[config.mk]
export PLATFORM = sky130hd
export DESIGN_NAME = chip_top
export DESIGN_NICKNAME = d
export VERILOG_FILES = /design/src/hdl/spi_cmd_pkg.sv /design/src/hdl/periph_bus_pkg.sv /design/src/hdl/spi_target.sv /design/src/hdl/spi_cmd_decoder.sv /design/src/hdl/uart_apb_regs.sv /design/src/hdl/uart_tx.sv /design/src/hdl/chip_top.sv
export VERILOG_INCLUDE_DIRS = /design/src /design/src/hdl
export SDC_FILE = /design/constraint.sdc
export NUM_CORES = 1
export LEC_CHECK = 0
export ABC_AREA = 0
export BUFFER_PORTS_ARGS = -buffer_cell sky130_fd_sc_hd__buf_2
export CORE_MARGIN = 3
export CORE_UTILIZATION = 55
export CTS_CLUSTER_DIAMETER = 120
export DETAILED_ROUTE_END_ITERATION = 16
export GPL_ROUTABILITY_DRIVEN = 0
export PLACE_DENSITY = 0.73
export SLEW_MARGIN = 10
export SYNTH_ARGS = -nofsm -noshare
export SYNTH_HDL_FRONTEND = slang
export SYNTH_SLANG_ARGS = --single-unit
[constraint.sdc]
create_clock -name clk_i -period 4.7 [get_ports clk_i]
set_clock_uncertainty 0.05 [all_clocks]
set_input_delay 0.94 -clock clk_i [delete_from_list [all_inputs] [get_ports clk_i]]
set_output_delay 0.94 -clock clk_i [all_outputs]
set_load 0.02 [all_outputs]
[src/hdl/soc_params.svh]
`ifndef SOC_PARAMS_SVH
`define SOC_PARAMS_SVH

// Address width of the APB link between the command decoder and the
// UART register block
// Only bits 4:2 are decoded, the rest must be zero
`define APB_AW 8

// APB data width, one byte to match the SPI payload byte
`define APB_DW 8

// Number of transmit-only UART channels behind the register block
// Address bit 4 picks the channel, so this cannot grow past two
`define UART_CHANNELS 2

// Core clock cycles per UART bit
// A full frame of start, eight data and stop bits is ten of these
`define UART_CLKS_PER_BIT 16

// Bytes in one SPI command frame
// Opcode first, then address, then data
`define SPI_FRAME_BYTES 3

`endif

[src/hdl/spi_cmd_pkg.sv]
// Types that describe the SPI command protocol seen by the external master
package spi_cmd_pkg;

  // Command opcodes carried in the first byte of a frame
  // Any other value turns the frame into a no-op
  typedef enum logic [7:0] {
    CMD_WRITE = 8'h02,
    CMD_READ  = 8'h03
  } opcode_e;

  // One complete command frame
  // The first byte on the wire sits in the top bits, so a frame can be
  // built by shifting bytes in from the right
  typedef struct packed {
    opcode_e    opcode;
    logic [7:0] addr;
    logic [7:0] data;
  } spi_frame_t;

  // Byte framing in the SPI target
  // IDLE waits for CSB to fall, SHIFT counts SCK edges inside a frame
  typedef enum logic {
    IDLE,
    SHIFT
  } spi_state_e;

endpackage

[src/hdl/periph_bus_pkg.sv]
`include "soc_params.svh"

// Types that describe the peripheral side, from the APB link to the pads
package periph_bus_pkg;

  // APB request driven by the command decoder
  typedef struct packed {
    logic              psel;
    logic              penable;
    logic              pwrite;
    logic [`APB_AW-1:0] paddr;
    logic [`APB_DW-1:0] pwdata;
  } apb_req_t;

  // APB response from the register block
  // pslverr is only meaningful in the cycle where pready is high
  typedef struct packed {
    logic [`APB_DW-1:0] prdata;
    logic              pready;
    logic              pslverr;
  } apb_rsp_t;

  // Register index taken from address bits 3:2
  // Index 3 is not backed by any register and answers with an error
  typedef enum logic [1:0] {
    REG_TXDATA  = 2'd0,
    REG_STATUS  = 2'd1,
    REG_SCRATCH = 2'd2,
    REG_RSVD    = 2'd3
  } reg_idx_e;

  // Pad-side outputs of one UART channel
  typedef struct packed {
    logic cio_tx;
    logic cio_tx_en;
  } uart_sideband_o_t;

  // Phases of one UART transmit frame
  typedef enum logic [1:0] {
    IDLE,
    START,
    DATA,
    STOP
  } tx_state_e;

endpackage

[src/hdl/spi_target.sv]
`timescale 1ns/100ps

// SPI mode-0 target running entirely in the core clock domain
module spi_target (
  input  logic       clk_i,
  input  logic       arst_n_i,
  input  logic       spi_clk_i,
  input  logic       spi_csb_i,
  input  logic       spi_mosi_i,
  output logic       spi_miso_o,
  input  logic [7:0] tx_byte_i,
  output logic       frame_start_o,
  output logic       rx_valid_o,
  output logic [7:0] rx_byte_o
);

  // Two-flop synchronisers, with one extra stage on SCK and CSB for edge detection
  logic [2:0] sck_q;
  logic [2:0] csb_q;
  logic [1:0] mosi_q;

  logic sck_rise;
  logic sck_fall;
  logic csb_fall;
  logic csb_s;
  logic mosi_s;
  logic shift_en;

  spi_cmd_pkg::spi_state_e state_q;
  logic [2:0]              bit_cnt_q;
  logic [7:0]              rx_shift_q;
  logic [7:0]              tx_shift_q;

  always_ff @(posedge clk_i or negedge arst_n_i) begin
    if (!arst_n_i) begin
      sck_q  <= '0;
      csb_q  <= '1;
      mosi_q <= '0;
    end else begin
      sck_q  <= {sck_q[1:0], spi_clk_i};
      csb_q  <= {csb_q[1:0], spi_csb_i};
      mosi_q <= {mosi_q[0], spi_mosi_i};
    end
  end

  // Bit 1 is the synchronised level, bit 2 its value one cycle earlier
  assign sck_rise = sck_q[1] & ~sck_q[2];
  assign sck_fall = ~sck_q[1] & sck_q[2];
  assign csb_fall = ~csb_q[1] & csb_q[2];
  assign csb_s    = csb_q[1];
  assign mosi_s   = mosi_q[1];

  // SCK edges only count inside a selected frame
  assign shift_en = (state_q == spi_cmd_pkg::SHIFT) && !csb_s && !csb_fall;

  always_ff @(posedge clk_i or negedge arst_n_i) begin
    if (!arst_n_i) begin
      state_q       <= spi_cmd_pkg::IDLE;
      bit_cnt_q     <= '0;
      frame_start_o <= 1'b0;
      rx_valid_o    <= 1'b0;
      spi_miso_o    <= 1'b0;
    end else begin
      frame_start_o <= csb_fall;
      rx_valid_o    <= 1'b0;
      if (csb_fall) begin
        // The MSB of the reply has to be on MISO before the first SCK rise
        state_q    <= spi_cmd_pkg::SHIFT;
        bit_cnt_q  <= '0;
        spi_miso_o <= tx_byte_i[7];
      end else if (state_q == spi_cmd_pkg::SHIFT && csb_s) begin
        // Deselect drops whatever part of a byte was collected
        state_q    <= spi_cmd_pkg::IDLE;
        spi_miso_o <= 1'b0;
      end else if (shift_en) begin
        if (sck_rise) begin
          // Counter wraps from 7 back to 0 at each byte boundary
          bit_cnt_q  <= bit_cnt_q + 3'd1;
          rx_valid_o <= (bit_cnt_q == 3'd7);
        end
        if (sck_fall) begin
          spi_miso_o <= tx_shift_q[6];
        end
      end
    end
  end

  // Data shifters
  // Zeros shift in behind the reply, so every later byte of the frame answers 0
  always_ff @(posedge clk_i) begin
    if (csb_fall) begin
      tx_shift_q <= tx_byte_i;
    end else if (shift_en && sck_fall) begin
      tx_shift_q <= {tx_shift_q[6:0], 1'b0};
    end
    if (shift_en && sck_rise) begin
      rx_shift_q <= {rx_shift_q[6:0], mosi_s};
      if (bit_cnt_q == 3'd7) begin
        rx_byte_o <= {rx_shift_q[6:0], mosi_s};
      end
    end
  end

endmodule

[src/hdl/spi_cmd_decoder.sv]
`timescale 1ns/100ps
`include "soc_params.svh"

// Turns complete SPI frames into single APB transfers
module spi_cmd_decoder (
  input  logic                      clk_i,
  input  logic                      arst_n_i,
  input  logic                      frame_start_i,
  input  logic                      rx_valid_i,
  input  logic [7:0]                rx_byte_i,
  output logic [7:0]                tx_byte_o,
  output periph_bus_pkg::apb_req_t  apb_req_o,
  input  periph_bus_pkg::apb_rsp_t  apb_rsp_i
);

  // APB master phases, local to this block
  typedef enum logic [1:0] {
    APB_IDLE,
    APB_SETUP,
    APB_ACCESS
  } apb_state_e;

  apb_state_e state_q;
  logic [1:0] byte_cnt_q;

  // One-byte holding slot for a byte that lands while a transfer is stalled
  logic       hold_vld_q;
  logic [7:0] hold_q;

  logic       byte_vld;
  logic [7:0] byte_dat;
  logic       take;
  logic       frame_done;
  logic       cmd_known;

  spi_cmd_pkg::spi_frame_t  frame_q;
  spi_cmd_pkg::spi_frame_t  frame_nxt;
  periph_bus_pkg::apb_req_t req_q;
  logic [7:0]               reply_q;

  // A held byte is older than anything arriving now, so it goes first
  assign byte_vld = rx_valid_i | hold_vld_q;
  assign byte_dat = hold_vld_q ? hold_q : rx_byte_i;

  // Bytes are only taken while no transfer is open
  assign take = byte_vld && (state_q == APB_IDLE);

  // Frame as it looks with the current byte shifted in
  assign frame_nxt  = spi_cmd_pkg::spi_frame_t'({frame_q.addr, frame_q.data, byte_dat});
  assign frame_done = take && (byte_cnt_q == 2'(`SPI_FRAME_BYTES - 1));
  assign cmd_known  = frame_nxt.opcode inside {spi_cmd_pkg::CMD_WRITE, spi_cmd_pkg::CMD_READ};

  always_ff @(posedge clk_i or negedge arst_n_i) begin
    if (!arst_n_i) begin
      byte_cnt_q <= '0;
      hold_vld_q <= 1'b0;
    end else begin
      if (frame_start_i) begin
        byte_cnt_q <= '0;
        hold_vld_q <= 1'b0;
      end else begin
        if (take) begin
          byte_cnt_q <= frame_done ? 2'd0 : byte_cnt_q + 2'd1;
        end
        // Keep the slot full if a new byte arrives as the old one drains
        if (rx_valid_i && (state_q != APB_IDLE || hold_vld_q)) begin
          hold_vld_q <= 1'b1;
        end else if (take) begin
          hold_vld_q <= 1'b0;
        end
      end
    end
  end

  always_ff @(posedge clk_i) begin
    if (rx_valid_i) begin
      hold_q <= rx_byte_i;
    end
    if (take) begin
      frame_q <= frame_nxt;
    end
  end

  // APB master
  // Request fields are registered so they stay stable through the access phase
  always_ff @(posedge clk_i or negedge arst_n_i) begin
    if (!arst_n_i) begin
      state_q <= APB_IDLE;
      req_q   <= '0;
      reply_q <= '0;
    end else begin
      case (state_q)
        APB_IDLE: begin
          if (frame_done) begin
            // Each frame starts with a zero reply, a read overwrites it later
            reply_q <= '0;
            if (cmd_known) begin
              req_q.psel   <= 1'b1;
              req_q.pwrite <= (frame_nxt.opcode == spi_cmd_pkg::CMD_WRITE);
              req_q.paddr  <= frame_nxt.addr;
              req_q.pwdata <= frame_nxt.data;
              state_q      <= APB_SETUP;
            end
          end
        end
        APB_SETUP: begin
          req_q.penable <= 1'b1;
          state_q       <= APB_ACCESS;
        end
        APB_ACCESS: begin
          if (apb_rsp_i.pready) begin
            req_q.psel    <= 1'b0;
            req_q.penable <= 1'b0;
            state_q       <= APB_IDLE;
            if (!req_q.pwrite) begin
              reply_q <= apb_rsp_i.pslverr ? 8'hFF : apb_rsp_i.prdata;
            end
          end
        end
        default: state_q <= APB_IDLE;
      endcase
    end
  end

  assign apb_req_o = req_q;
  assign tx_byte_o = reply_q;

endmodule

[src/hdl/uart_apb_regs.sv]
`timescale 1ns/100ps
`include "soc_params.svh"

// APB register block for the UART transmit channels
module uart_apb_regs (
  input  logic                                    clk_i,
  input  logic                                    arst_n_i,
  input  periph_bus_pkg::apb_req_t                apb_req_i,
  output periph_bus_pkg::apb_rsp_t                apb_rsp_o,
  output logic [`UART_CHANNELS-1:0]               tx_valid_o,
  output logic [`UART_CHANNELS-1:0][`APB_DW-1:0]  tx_data_o,
  input  logic [`UART_CHANNELS-1:0]               tx_ready_i
);

  logic                     access;
  logic                     ch_sel;
  periph_bus_pkg::reg_idx_e idx;
  logic                     mapped;
  logic                     txdata_wr;
  logic                     ready;
  logic                     wr_done;

  logic [`UART_CHANNELS-1:0][`APB_DW-1:0] scratch_q;
  logic [`UART_CHANNELS-1:0][3:0]         count_q;

  assign access = apb_req_i.psel & apb_req_i.penable;

  // Bit 4 is the channel, bits 3:2 the register, everything else must be zero
  assign ch_sel = apb_req_i.paddr[4];
  assign idx    = periph_bus_pkg::reg_idx_e'(apb_req_i.paddr[3:2]);
  assign mapped = (apb_req_i.paddr[`APB_AW-1:5] == '0) &&
                  (apb_req_i.paddr[1:0] == 2'b00) &&
                  (idx != periph_bus_pkg::REG_RSVD);

  // Only a TXDATA write can wait, and only until its serialiser is free
  assign txdata_wr = mapped && apb_req_i.pwrite && (idx == periph_bus_pkg::REG_TXDATA);
  assign ready     = txdata_wr ? tx_ready_i[ch_sel] : 1'b1;
  assign wr_done   = access && ready && apb_req_i.pwrite && mapped;

  always_comb begin
    apb_rsp_o.pready  = ready;
    apb_rsp_o.pslverr = ~mapped;
    apb_rsp_o.prdata  = '0;
    if (mapped && !apb_req_i.pwrite) begin
      case (idx)
        // Busy in bit 0, accepted byte count in the upper nibble
        periph_bus_pkg::REG_STATUS: begin
          apb_rsp_o.prdata = {count_q[ch_sel], 3'b000, ~tx_ready_i[ch_sel]};
        end
        periph_bus_pkg::REG_SCRATCH: begin
          apb_rsp_o.prdata = scratch_q[ch_sel];
        end
        // TXDATA is write-only and reads back as zero
        default: begin
          apb_rsp_o.prdata = '0;
        end
      endcase
    end
  end

  // Valid is raised in the very cycle the write completes
  // The serialiser takes the byte on the same edge that ends the APB access
  for (genvar ch = 0; ch < `UART_CHANNELS; ch++) begin : g_chan
    assign tx_valid_o[ch] = access && txdata_wr && (ch_sel == 1'(ch)) && tx_ready_i[ch];
    assign tx_data_o[ch]  = apb_req_i.pwdata;
  end

  always_ff @(posedge clk_i or negedge arst_n_i) begin
    if (!arst_n_i) begin
      scratch_q <= '0;
      count_q   <= '0;
    end else if (wr_done) begin
      case (idx)
        periph_bus_pkg::REG_SCRATCH: begin
          scratch_q[ch_sel] <= apb_req_i.pwdata;
        end
        // Counter wraps at 16, which is what STATUS reports
        periph_bus_pkg::REG_TXDATA: begin
          count_q[ch_sel] <= count_q[ch_sel] + 4'd1;
        end
        // STATUS writes are accepted and ignored
        default: begin
          count_q <= count_q;
        end
      endcase
    end
  end

endmodule

[src/hdl/uart_tx.sv]
`timescale 1ns/100ps
`include "soc_params.svh"

// UART transmitter for one channel, 8N1, LSB first
module uart_tx (
  input  logic                               clk_i,
  input  logic                               arst_n_i,
  input  logic                               tx_valid_i,
  input  logic [7:0]                         tx_data_i,
  output logic                               tx_ready_o,
  output periph_bus_pkg::uart_sideband_o_t   sideband_o
);

  periph_bus_pkg::tx_state_e                state_q;
  logic [$clog2(`UART_CLKS_PER_BIT)-1:0]    clk_cnt_q;
  logic [2:0]                               bit_cnt_q;
  logic [7:0]                               shift_q;
  logic                                     tx_q;
  logic                                     bit_end;

  // Last clock of the current bit period
  assign bit_end = (clk_cnt_q == ($clog2(`UART_CLKS_PER_BIT))'(`UART_CLKS_PER_BIT - 1));

  // Ready drops at acceptance and comes back as the stop bit ends
  assign tx_ready_o = (state_q == periph_bus_pkg::IDLE);

  // Transmit-only pad, so the output enable never drops
  assign sideband_o = '{cio_tx: tx_q, cio_tx_en: 1'b1};

  always_ff @(posedge clk_i or negedge arst_n_i) begin
    if (!arst_n_i) begin
      state_q   <= periph_bus_pkg::IDLE;
      clk_cnt_q <= '0;
      bit_cnt_q <= '0;
      tx_q      <= 1'b1;
    end else begin
      // Bit timer runs for the whole frame and restarts at each bit boundary
      if (state_q != periph_bus_pkg::IDLE) begin
        clk_cnt_q <= bit_end ? '0 : clk_cnt_q + 1'b1;
      end
      case (state_q)
        periph_bus_pkg::IDLE: begin
          if (tx_valid_i) begin
            // Start bit goes out on the edge that accepts the byte
            state_q   <= periph_bus_pkg::START;
            clk_cnt_q <= '0;
            tx_q      <= 1'b0;
          end
        end
        periph_bus_pkg::START: begin
          if (bit_end) begin
            state_q   <= periph_bus_pkg::DATA;
            bit_cnt_q <= '0;
            tx_q      <= shift_q[0];
          end
        end
        periph_bus_pkg::DATA: begin
          if (bit_end) begin
            if (bit_cnt_q == 3'd7) begin
              state_q <= periph_bus_pkg::STOP;
              tx_q    <= 1'b1;
            end else begin
              // The shifter moves on the same edge, so bit 1 is the next one
              bit_cnt_q <= bit_cnt_q + 3'd1;
              tx_q      <= shift_q[1];
            end
          end
        end
        default: begin
          // Stop bit, line already high
          if (bit_end) begin
            state_q <= periph_bus_pkg::IDLE;
          end
        end
      endcase
    end
  end

  always_ff @(posedge clk_i) begin
    if (state_q == periph_bus_pkg::IDLE && tx_valid_i) begin
      shift_q <= tx_data_i;
    end else if (state_q == periph_bus_pkg::DATA && bit_end) begin
      shift_q <= {1'b0, shift_q[7:1]};
    end
  end

endmodule

[src/hdl/chip_top.sv]
`timescale 1ns/100ps
`include "soc_params.svh"

// Debug-access top level
// SPI frames come in and end up as APB writes that feed the UART serialisers
module chip_top (
  input  logic                                               clk_i,
  input  logic                                               arst_n_i,
  input  logic                                               spi_clk_i,
  input  logic                                               spi_csb_i,
  input  logic                                               spi_mosi_i,
  output logic                                               spi_miso_o,
  output periph_bus_pkg::uart_sideband_o_t [`UART_CHANNELS-1:0] uart_sideband_o
);

  logic       frame_start;
  logic       rx_valid;
  logic [7:0] rx_byte;
  logic [7:0] tx_byte;

  periph_bus_pkg::apb_req_t apb_req;
  periph_bus_pkg::apb_rsp_t apb_rsp;

  logic [`UART_CHANNELS-1:0]              tx_valid;
  logic [`UART_CHANNELS-1:0]              tx_ready;
  logic [`UART_CHANNELS-1:0][`APB_DW-1:0] tx_data;

  // Byte-level SPI target on the pins
  spi_target i_spi_target (
    .clk_i         (clk_i),
    .arst_n_i      (arst_n_i),
    .spi_clk_i     (spi_clk_i),
    .spi_csb_i     (spi_csb_i),
    .spi_mosi_i    (spi_mosi_i),
    .spi_miso_o    (spi_miso_o),
    .tx_byte_i     (tx_byte),
    .frame_start_o (frame_start),
    .rx_valid_o    (rx_valid),
    .rx_byte_o     (rx_byte)
  );

  // Frame assembly and APB master
  spi_cmd_decoder i_spi_cmd_decoder (
    .clk_i         (clk_i),
    .arst_n_i      (arst_n_i),
    .frame_start_i (frame_start),
    .rx_valid_i    (rx_valid),
    .rx_byte_i     (rx_byte),
    .tx_byte_o     (tx_byte),
    .apb_req_o     (apb_req),
    .apb_rsp_i     (apb_rsp)
  );

  uart_apb_regs i_uart_apb_regs (
    .clk_i      (clk_i),
    .arst_n_i   (arst_n_i),
    .apb_req_i  (apb_req),
    .apb_rsp_o  (apb_rsp),
    .tx_valid_o (tx_valid),
    .tx_data_o  (tx_data),
    .tx_ready_i (tx_ready)
  );

  // One serialiser per channel
  for (genvar ch = 0; ch < `UART_CHANNELS; ch++) begin : g_uart
    uart_tx i_uart_tx (
      .clk_i      (clk_i),
      .arst_n_i   (arst_n_i),
      .tx_valid_i (tx_valid[ch]),
      .tx_data_i  (tx_data[ch]),
      .tx_ready_o (tx_ready[ch]),
      .sideband_o (uart_sideband_o[ch])
    );
  end

endmodule

==> results.sh, run 1 <==
export IMPL_critical_path_required_ns=4.74
export IMPL_cp_max_fo=20
export IMPL_htreeDepth=4
export IMPL_dpl_hpwl_mm=8.34
export IMPL_cts_root_buf="clkbuf_16"
export IMPL_grt_pass1_vias=3994
export IMPL_ys_warnings_count=0
export IMPL_holdWs_ns=0.299
export IMPL_synth_ff_type="dfrtp_1"
export IMPL_rsz0062_at_grt="no"
export IMPL_syn_area_sq_mm=0.00672
export IMPL_grt_antenna_before_repair=0
export IMPL_finalSetupTns_ns=0
export IMPL_antenna_diode_count=0
export IMPL_rows=39
export IMPL_drt_iter0_drc=236
export IMPL_num_vias=3805
export IMPL_clock_sinks=153
export IMPL_clock_path_buffers=2
export IMPL_period_needed_ns=2.78
export IMPL_power_leakage_nw=3.10
export IMPL_via_per_inst=5.81
export IMPL_ys_ff_latch=153
export IMPL_finalHoldViolations=0
export IMPL_cp_top_family="simple AND/OR/NAND/NOR gates"
export IMPL_path_common_cell="nand2_1"
export IMPL_p_total_mw=2.89
export IMPL_r2r_start="i_spi_cmd_decoder.apb_req_o[12]$_DFFE_PN0P_"
export IMPL_post_cts_resize_count=0
export IMPL_numPortBuffers=7
export IMPL_grt_usage=0.197
export IMPL_fin_nets=526
export IMPL_cp_start_kind="register"
export IMPL_dieArea_sq_mm=0.0136
export IMPL_grtUsageMet1=0.269
export IMPL_ir_drop_mv=0.250
export IMPL_fin_ws_ns=1.92
export IMPL_num_io_pins=10
export IMPL_die_height_um=116
export IMPL_cts_hold_buf=0
export IMPL_area_growth_synth_to_final_pct=11.1
export IMPL_crit_start="i_spi_cmd_decoder.apb_req_o[12]$_DFFE_PN0P_"
export IMPL_path_cells="nand2_1 -> or4_1 -> nand2_1"
export IMPL_async_flop_share=0.595
export IMPL_slew_violations=0
export IMPL_max_freq_mhz=360
export IMPL_post_place_ws_ns=1.91
export IMPL_outcome="finished clean"
export IMPL_synth_edf_count=62
export IMPL_syn_avg_cell_area_sq_um=13.7
export IMPL_grtUsageMet2=0.306
export IMPL_maxCapViolations=0
export IMPL_grt_max_degree=58
export IMPL_cpPeakStageDelay_ns=0.91
export IMPL_fin_crit_sh=0.591
export IMPL_grt_overflow_total=0
export IMPL_hold_path_startpoint="i_spi_target.mosi_q[0]$_DFF_PN0_"
export IMPL_syn_inst=491
export IMPL_critPathBufInv=0
export IMPL_use_met3=0.0466
export IMPL_slew_headroom=0.416
export IMPL_grt_pass1_wl_mm=20.2
export IMPL_cp_arrival_ns=2.82
export IMPL_cts_setup_buffers=0
export IMPL_die_x_um=116
export IMPL_worst_hold_path_type="register to register"
export IMPL_wl_per_cell_um=18.3
export IMPL_setup_violations=0
export IMPL_synth_seq_area_share=0.617
export IMPL_tightest_slew_ns=0.865
export IMPL_drc_errors=0
export IMPL_crit_slowest_cell="dfrtp_1"
export IMPL_synth_cell_types=54
export IMPL_drtAntennaViolNets=0
export IMPL_criticalPathCategory="register to register"
export IMPL_cts_buffers=17
export IMPL_cp_end_kind="register"
export IMPL_routed_wl_mm=12.0
export IMPL_cts_tree="done"
export IMPL_clk_pin_slew_ns=0.06
export IMPL_clk_latency_ns=0.42
export IMPL_fin_util=0.640
export IMPL_initial_core_util=0.576
export IMPL_core_region_area_sq_mm=0.0117
export IMPL_drive_above_1_share=0.229
export IMPL_r2r_slack_ns=1.92
export IMPL_drt_pass1_iter_count=4
export IMPL_top_usage_layer="met2"
export IMPL_powerDensity_mw_per_mm2=387
## cell usage in the layout, fill, tap and decap left out, drive strengths merged, types with 14 or more instances in the layout
master	count
a22o	14
clkbuf	18
dfrtp	86
edfxtp	62
ha	22
inv	21
mux2	69
mux2i	18
nand2	34
nor2	16
o21ai	28
## state kept, by name (all words and copies together), names as in the netlist, 8 cells and up
signal and count:
i_spi_cmd_decoder.apb_req_o 19, g_uart.i_uart_tx.shift_q 16, i_spi_cmd_decoder.frame_nxt 16, i_uart_apb_regs.scratch_q 16, g_uart.i_uart_tx.clk_cnt_q 8, i_spi_cmd_decoder.hold_q 8
i_spi_cmd_decoder.tx_byte_o 8, i_spi_target.rx_byte_o 8, i_uart_apb_regs.count_q 8
## per-stage QoR
stage               instances  area, sq um
floorplan                 492         6720
global placement          623         6840
detailed placement        623         6840
CTS                       655         7460
global route              655         7460
finish                    655         7460
## cells by family (layout without fill, tap and decap cells)
group | Yosys count | count (layout) | synth area share
buf+inv | 38 | 58 | 0.0263
flops | 153 | 153 | 0.617
fa+ha+maj | 22 | 22 | 0.0410
other cells | 1 | 2 | 0.000558
mux | 87 | 87 | 0.145
simple gates | 106 | 106 | 0.0850
compound gates | 79 | 79 | 0.0786
xor+xnor | 5 | 5 | 0.00652
## layout make-up
cell class                      instances  area, sq um
Sequential cell                       153         4150
Timing Repair Buffer                    9         52.6
Inverter                               17         63.8
Fill cell                             870         4200
Clock buffer                           18          429
Clock inverter                         14          194
Tap cell                              143          179
Multi-Input combinational cell        301         2400
## Yosys cell counts (4+ instances only)
library cell | instances | share of area
a21oi_1 | 13 | 0.0097
a22o_1 | 14 | 0.018
and2_1 | 5 | 0.0047
buf_4 | 4 | 0.0045
clkbuf_1 | 12 | 0.0067
dfrtp_1 | 86 | 0.32
dfstp_2 | 5 | 0.020
edfxtp_1 | 62 | 0.28
ha_1 | 22 | 0.041
inv_1 | 17 | 0.0095
mux2_2 | 65 | 0.11
mux2_4 | 4 | 0.0089
mux2i_1 | 18 | 0.027
nand2_1 | 34 | 0.019
nand2b_1 | 7 | 0.0065
nand3_1 | 6 | 0.0045
nand4_1 | 4 | 0.0037
nor2_1 | 16 | 0.0089
nor2b_1 | 5 | 0.0047
nor3_1 | 7 | 0.0052
o21ai_0 | 27 | 0.020
o221ai_1 | 5 | 0.0065
xnor2_1 | 4 | 0.0052
## final timing paths
path | end | depth (start not counted)
setup / recovery | g_uart[1].i_uart_tx.shift_q[6]$_DFFE_PP_ | 3
min in group asynchronous | g_uart[1].i_uart_tx.bit_cnt_q[1]$_DFFE_PN0P_ | 1
hold / removal | i_spi_target.mosi_q[1]$_DFF_PN0_ | 0
setup reg to reg | g_uart[1].i_uart_tx.shift_q[6]$_DFFE_PP_ | 3
max in group asynchronous | i_uart_apb_regs.scratch_q[2]$_DFFE_PN0P_ | 2
hold reg to reg | i_spi_target.mosi_q[1]$_DFF_PN0_ | 0
## report_power, final
| part | internal, mW | switching [mW] | leakage [nW] |
|---|---|---|---|
| clock network | 0.892 | 0.544 | 0.300 |
| logic | 0.0140 | 0.0277 | 1.05 |
| registers | 1.40 | 0.0105 | 1.75 |
| total | 2.31 | 0.582 | 3.10 |
## routing by layer
metal | vias to the layer above | routed length [um]
li1 | 1825 | -
met1 | 1912 | 5700
met2 | 54 | 5700
met3 | 14 | 420
met4 | 0 | 179
met5 | - | 0
Note: power is estimated with default switching activity, not from simulation.
==> inputs of run 2 (changes only) <==
PLACE_DENSITY = 0.76   (was 0.73)
clock period = 2.4 ns   (was 4.7 ns; I/O delays follow)
==> run 2 against run 1 <==
  * Final area rose by 2.6%
  * Sequential power rose by 96%
  * Count of clock-buffer cells in the layout rose by 1
  * Routed wire length rose by 2.2%
  * Largest power group is now registers
==> results.sh, run 2 (synthesis gave the netlist of run 1 again) <==
export IMPL_numPortBuffers=7
export IMPL_num_io_pins=10
export IMPL_cts_root_buf="clkbuf_16"
export IMPL_die_height_um=116
export IMPL_clock_path_buffers=2
export IMPL_powerDensity_mw_per_mm2=713
export IMPL_fin_crit_sh=0.964
export IMPL_power_leakage_nw=3.21
export IMPL_slew_violations=0
export IMPL_grt_overflow_total=0
export IMPL_cts_buffers=17
export IMPL_routed_wl_mm=12.3
export IMPL_drt_pass1_iter_count=4
export IMPL_cts_tree="done"
export IMPL_largest_register_ff_count=19
export IMPL_max_freq_mhz=432
export IMPL_dpl_hpwl_mm=8.42
export IMPL_maxCapViolations=0
export IMPL_stdcell_area_sq_mm=0.00766
export IMPL_post_place_ws_ns=0.00397
export IMPL_criticalPathCategory="register to register"
export IMPL_period_needed_ns=2.31
export IMPL_grt_antenna_before_repair=0
export IMPL_layout_commonest_cell="dfrtp_1"
export IMPL_outcome="finished clean"
export IMPL_setup_violations=0
export IMPL_via_per_inst=5.87
export IMPL_rows=39
export IMPL_clk_pin_slew_ns=0.07
export IMPL_grt_max_degree=54
export IMPL_holdPathStages=1
export IMPL_drt_iter0_drc=323
export IMPL_dieArea_sq_mm=0.0136
export IMPL_rsz0062_at_grt="no"
export IMPL_cp_end_kind="register"
export IMPL_core_region_area_sq_mm=0.0117
export IMPL_grt_pass1_vias=3966
export IMPL_slew_headroom=0.639
export IMPL_path_cells="or4_4 -> buf_4 -> nor3_2 -> and3_1 -> buf_12 -> mux2_2"
export IMPL_grt_usage=0.198
export IMPL_tightest_slew_ns=0.540
export IMPL_reg2reg_depth=6
export IMPL_cp_arrival_ns=2.57
export IMPL_die_x_um=116
export IMPL_grt_pass1_wl_mm=20.3
export IMPL_clock_sinks=153
export IMPL_dpl_cell_area_sq_mm=0.00704
export IMPL_layout_common_cells="dfrtp_1 (86), mux2_2 (65), edfxtp_1 (62)"
export IMPL_finalSetupTns_ns=0
export IMPL_cp_max_fo=8
export IMPL_area_growth_synth_to_final_pct=14.0
export IMPL_critical_path_required_ns=2.66
export IMPL_ir_drop_mv=0.474
export IMPL_clk_latency_ns=0.43
export IMPL_wl_per_cell_um=18.1
export IMPL_worst_hold_path_type="primary input to register"
export IMPL_fin_nets=550
export IMPL_crit_slowest_cell="or4_4"
export IMPL_drive_above_1_share=0.276
export IMPL_drtAntennaViolNets=0
export IMPL_fin_ws_ns=0.0872
export IMPL_antenna_diode_count=0
export IMPL_htreeDepth=4
export IMPL_drc_errors=0
export IMPL_initial_core_util=0.576
export IMPL_finalHoldViolations=0
export IMPL_num_vias=3984
export IMPL_cp_start_kind="register"
export IMPL_cts_setup_buffers=0
export IMPL_cpPeakStageDelay_ns=0.57
[run 2: cell types whose count changed in the layout (fill, tap and decap cells not counted), moves of 2 or more]
cell	change
nand2_1	-2
nand2_2	+2
buf_4	+21
clkinv_1	-2
inv_6	+4
buf_12	+2
bufinv_16	-3
[run 2: worst paths after layout]
| check | start | end | slack, ns |
|---|---|---|---|
| max | i_spi_cmd_decoder.apb_req_o[14]$_DFFE_PN0P_ | i_uart_apb_regs.scratch_q[14]$_DFFE_PN0P_ | 0.09 |
| min | spi_mosi_i | i_spi_target.mosi_q[0]$_DFF_PN0_ | 0.11 |
| max reg2reg | i_spi_cmd_decoder.apb_req_o[14]$_DFFE_PN0P_ | i_uart_apb_regs.scratch_q[14]$_DFFE_PN0P_ | 0.09 |
| min reg2reg | i_spi_target.mosi_q[0]$_DFF_PN0_ | i_spi_target.mosi_q[1]$_DFF_PN0_ | 0.30 |
| max in group asynchronous | arst_n_i | g_uart[0].i_uart_tx.tx_q$_DFFE_PN1P_ | 1.09 |
| min in group asynchronous | arst_n_i | g_uart[1].i_uart_tx.bit_cnt_q[0]$_DFFE_PN0P_ | 0.52 |
[run 2: critical path, delay by kind of cell, from the launching register on]
family,cells,cell delay [ns]
buf+inv,2,0.31
flops,1,0.39
mux,1,0.34
simple gates,3,1.11
[run 2: what timing repair did]
action,in CTS,in global routing
endpoints found under the setup margin,3,24
pin swaps,0,0
hold buffers,1,0
hold endpoints to repair,35,0
gates resized for setup,1,5
[run 2: stage by stage]
step                      power [mW]   util  hold slack (ns)  instances
final                           5.46  0.656            0.106        679
after global routing            5.63  0.656           0.0963        679
after CTS                       5.51  0.654           0.0933        679
after detailed placement        2.90  0.603            0.287        646
after global placement          2.89  0.603            0.289        646
after floorplan                 2.85      -            0.134        492
[run 2: cell type report]
cell class              count  area [sq um]
inverters                  17          63.8
clock buffers              19           454
well taps                 143           179
repair buffers             33           260
flip-flops and latches    153          4150
fillers                   821          4010
clock inverters            13           130
multi-input cells         301          2420
[run 2: power breakdown]
group,internal (mW),leakage (nW),switching [mW]
sequential,2.74,1.75,0.0211
clock,1.52,0.281,1.10
combinational,0.0321,1.18,0.0543
total,4.29,3.21,1.17
[run 2: metal layers]
metal  track usage  vias up  wire length [um]
li1              -     1878                 -
met1         0.272     2010              5660
met2         0.300       77              5940
met3        0.0497       19               441
met4        0.0882        0               233
met5             0        -                 0
==> inputs of run 3 (changes only) <==
PLACE_DENSITY = 0.73   (was 0.76)
clock period = 2.9 ns   (was 2.4 ns; I/O delays follow)
==> run 3 against run 2 <==
  * Final cell count fell by 2.2%
  * Non-clock buffer count decreased by 15
  * First-iteration DRC count decreased by 41%
  * Critical endpoint is now g_uart[1].i_uart_tx.shift_q[4]$_DFFE_PP_
  * Largest power group unchanged
  * Highest routed layer unchanged
==> results.sh, run 3 (synthesis gave the netlist of run 1 again) <==
export IMPL_grtUsageMet1=0.262
export IMPL_grt_overflow_total=0
export IMPL_core_region_area_sq_mm=0.0117
export IMPL_critical_path_required_ns=2.95
export IMPL_dieArea_sq_mm=0.0136
export IMPL_cts_buffers=17
export IMPL_area_growth_synth_to_final_pct=11.9
export IMPL_slew_headroom=0.532
export IMPL_fin_ws_ns=0.238
export IMPL_routed_wl_mm=12.1
export IMPL_slew_violations=0
export IMPL_cp_end_kind="register"
export IMPL_intPower_mw=3.57
export IMPL_rsz0062_at_grt="no"
export IMPL_finalSetupTns_ns=0
export IMPL_clock_power_share=0.480
export IMPL_die_x_um=116
export IMPL_cp_max_fo=14
export IMPL_grt_max_degree=47
export IMPL_clock_path_buffers=2
export IMPL_tightest_slew_ns=0.696
export IMPL_htreeDepth=4
export IMPL_p_total_mw=4.52
export IMPL_clk_latency_ns=0.42
export IMPL_cts_hold_buf=0
export IMPL_grt_pass1_wl_mm=19.7
export IMPL_fin_util=0.644
export IMPL_reg2reg_depth=3
export IMPL_setup_violations=0
export IMPL_fin_nets=535
export IMPL_clock_sinks=153
export IMPL_cts_tree="done"
export IMPL_criticalPathCategory="register to register"
export IMPL_maxCapViolations=0
export IMPL_dpl_cell_area_sq_mm=0.00692
export IMPL_antenna_diode_count=0
export IMPL_num_io_pins=10
export IMPL_stdcell_area_sq_mm=0.00751
export IMPL_clk_pin_slew_ns=0.06
export IMPL_fill_cells=868
export IMPL_power_leakage_nw=3.14
export IMPL_numPortBuffers=7
export IMPL_worst_hold_path_type="primary input to asynchronous set/reset pin"
export IMPL_period_needed_ns=2.66
export IMPL_largest_register_ff_count=19
export IMPL_cts_root_buf="clkbuf_16"
export IMPL_use_met3=0.0560
export IMPL_fin_crit_sh=0.918
export IMPL_drt_iter0_drc=190
export IMPL_p_sw_mw=0.959
export IMPL_crit_start="i_spi_cmd_decoder.apb_req_o[14]$_DFFE_PN0P_"
export IMPL_dpl_hpwl_mm=8.33
export IMPL_cp_arrival_ns=2.71
export IMPL_r2r_end="g_uart[1].i_uart_tx.shift_q[4]$_DFFE_PP_"
export IMPL_rows=39
export IMPL_grt_antenna_before_repair=0
export IMPL_powerDensity_mw_per_mm2=602
export IMPL_grtUsageMet2=0.311
export IMPL_grt_pass1_vias=3812
export IMPL_layout_common_cells="dfrtp_1 (86), mux2_2 (65), edfxtp_1 (62)"
export IMPL_die_height_um=116
export IMPL_outcome="finished clean"
export IMPL_drc_errors=0
export IMPL_seq_power_share=0.505
export IMPL_r2r_start="i_spi_cmd_decoder.apb_req_o[14]$_DFFE_PN0P_"
export IMPL_max_freq_mhz=376
export IMPL_top_usage_layer="met2"
export IMPL_layout_commonest_cell="dfrtp_1"
export IMPL_initial_core_util=0.576
export IMPL_post_place_ws_ns=0.219
export IMPL_cp_start_kind="register"
export IMPL_num_vias=3913
export IMPL_via_per_inst=5.89
export IMPL_drt_pass1_iter_count=4
export IMPL_drtAntennaViolNets=0
export IMPL_combinationalPowerShare=0.015
export IMPL_r2r_slack_ns=0.24
export IMPL_critPathCapture="g_uart[1].i_uart_tx.shift_q[4]$_DFFE_PP_"
export IMPL_post_cts_resize_count=0
export IMPL_wl_per_cell_um=18.2
export IMPL_cts_setup_buffers=0
export IMPL_drive_above_1_share=0.250
export IMPL_p_sw_frac=0.212
export IMPL_finalHoldViolations=0
export IMPL_ir_drop_mv=0.397
export IMPL_grt_usage=0.195
[run 3: changes by cell type in the layout (fill, tap and decap cells not counted), sizes merged]
cell	previous run	this run
dlygate4sd3	1	0
inv	25	23
buf	32	18
clkinv	2	5
clkinvlp	2	1
[run 3: worst min path at each step]
| stage | from | to | slack (ns) |
|---|---|---|---|
| global placement | i_spi_target.mosi_q[0]$_DFF_PN0_ | i_spi_target.mosi_q[1]$_DFF_PN0_ | 0.29 |
| CTS | arst_n_i | g_uart[1].i_uart_tx.bit_cnt_q[0]$_DFFE_PN0P_ | 0.12 |
| floorplan | arst_n_i | g_uart[0].i_uart_tx.bit_cnt_q[0]$_DFFE_PN0P_ | 0.23 |
| detailed placement | i_spi_target.sck_q[0]$_DFF_PN0_ | i_spi_target.sck_q[1]$_DFF_PN0_ | 0.30 |
| global route | arst_n_i | g_uart[1].i_uart_tx.bit_cnt_q[0]$_DFFE_PN0P_ | 0.15 |
| finish | arst_n_i | g_uart[1].i_uart_tx.bit_cnt_q[0]$_DFFE_PN0P_ | 0.11 |
[run 3: per-stage QoR]
step | hold WS [ns] | cells
2_1_floorplan | 0.234 | 492
4_1_cts | 0.121 | 664
5_1_grt | 0.146 | 664
3_3_place_gp | 0.287 | 632
6_report | 0.105 | 664
3_5_place_dp | 0.295 | 632
[run 3: routing by layer]
layer	vias to the layer above	wire, um
li1	1842	-
met1	1998	5580
met2	55	5850
met3	18	484
met4	0	163
met5	-	0
[run 3: power groups by stage]
stage	clock (mW)	sequential (mW)	combinational, mW
final	2.17	2.28	0.0690
after global routing	2.31	2.29	0.0820
after CTS	2.21	2.28	0.0723
after detailed placement	0	2.33	0.0719
after global placement	0	2.32	0.0690
after floorplan	0	2.32	0.0349
[run 3: area by class of cell]
cell class | count | area [sq um] | share of cell area
clock buffers | 19 | 464 | 0.0618
clock inverters | 13 | 130 | 0.0173
inverters | 17 | 63.8 | 0.00849
multi-input cells | 301 | 2400 | 0.319
flip-flops and latches | 153 | 4150 | 0.552
well taps | 143 | 179 | 0.0238
repair buffers | 18 | 133 | 0.0177
[run 3: worst max-delay path, cell delays in order, from the launching register on]
cell and delay, ns:
dfrtp_1 0.39, or4_1 0.68, or4_1 0.84, nand2_1 0.38
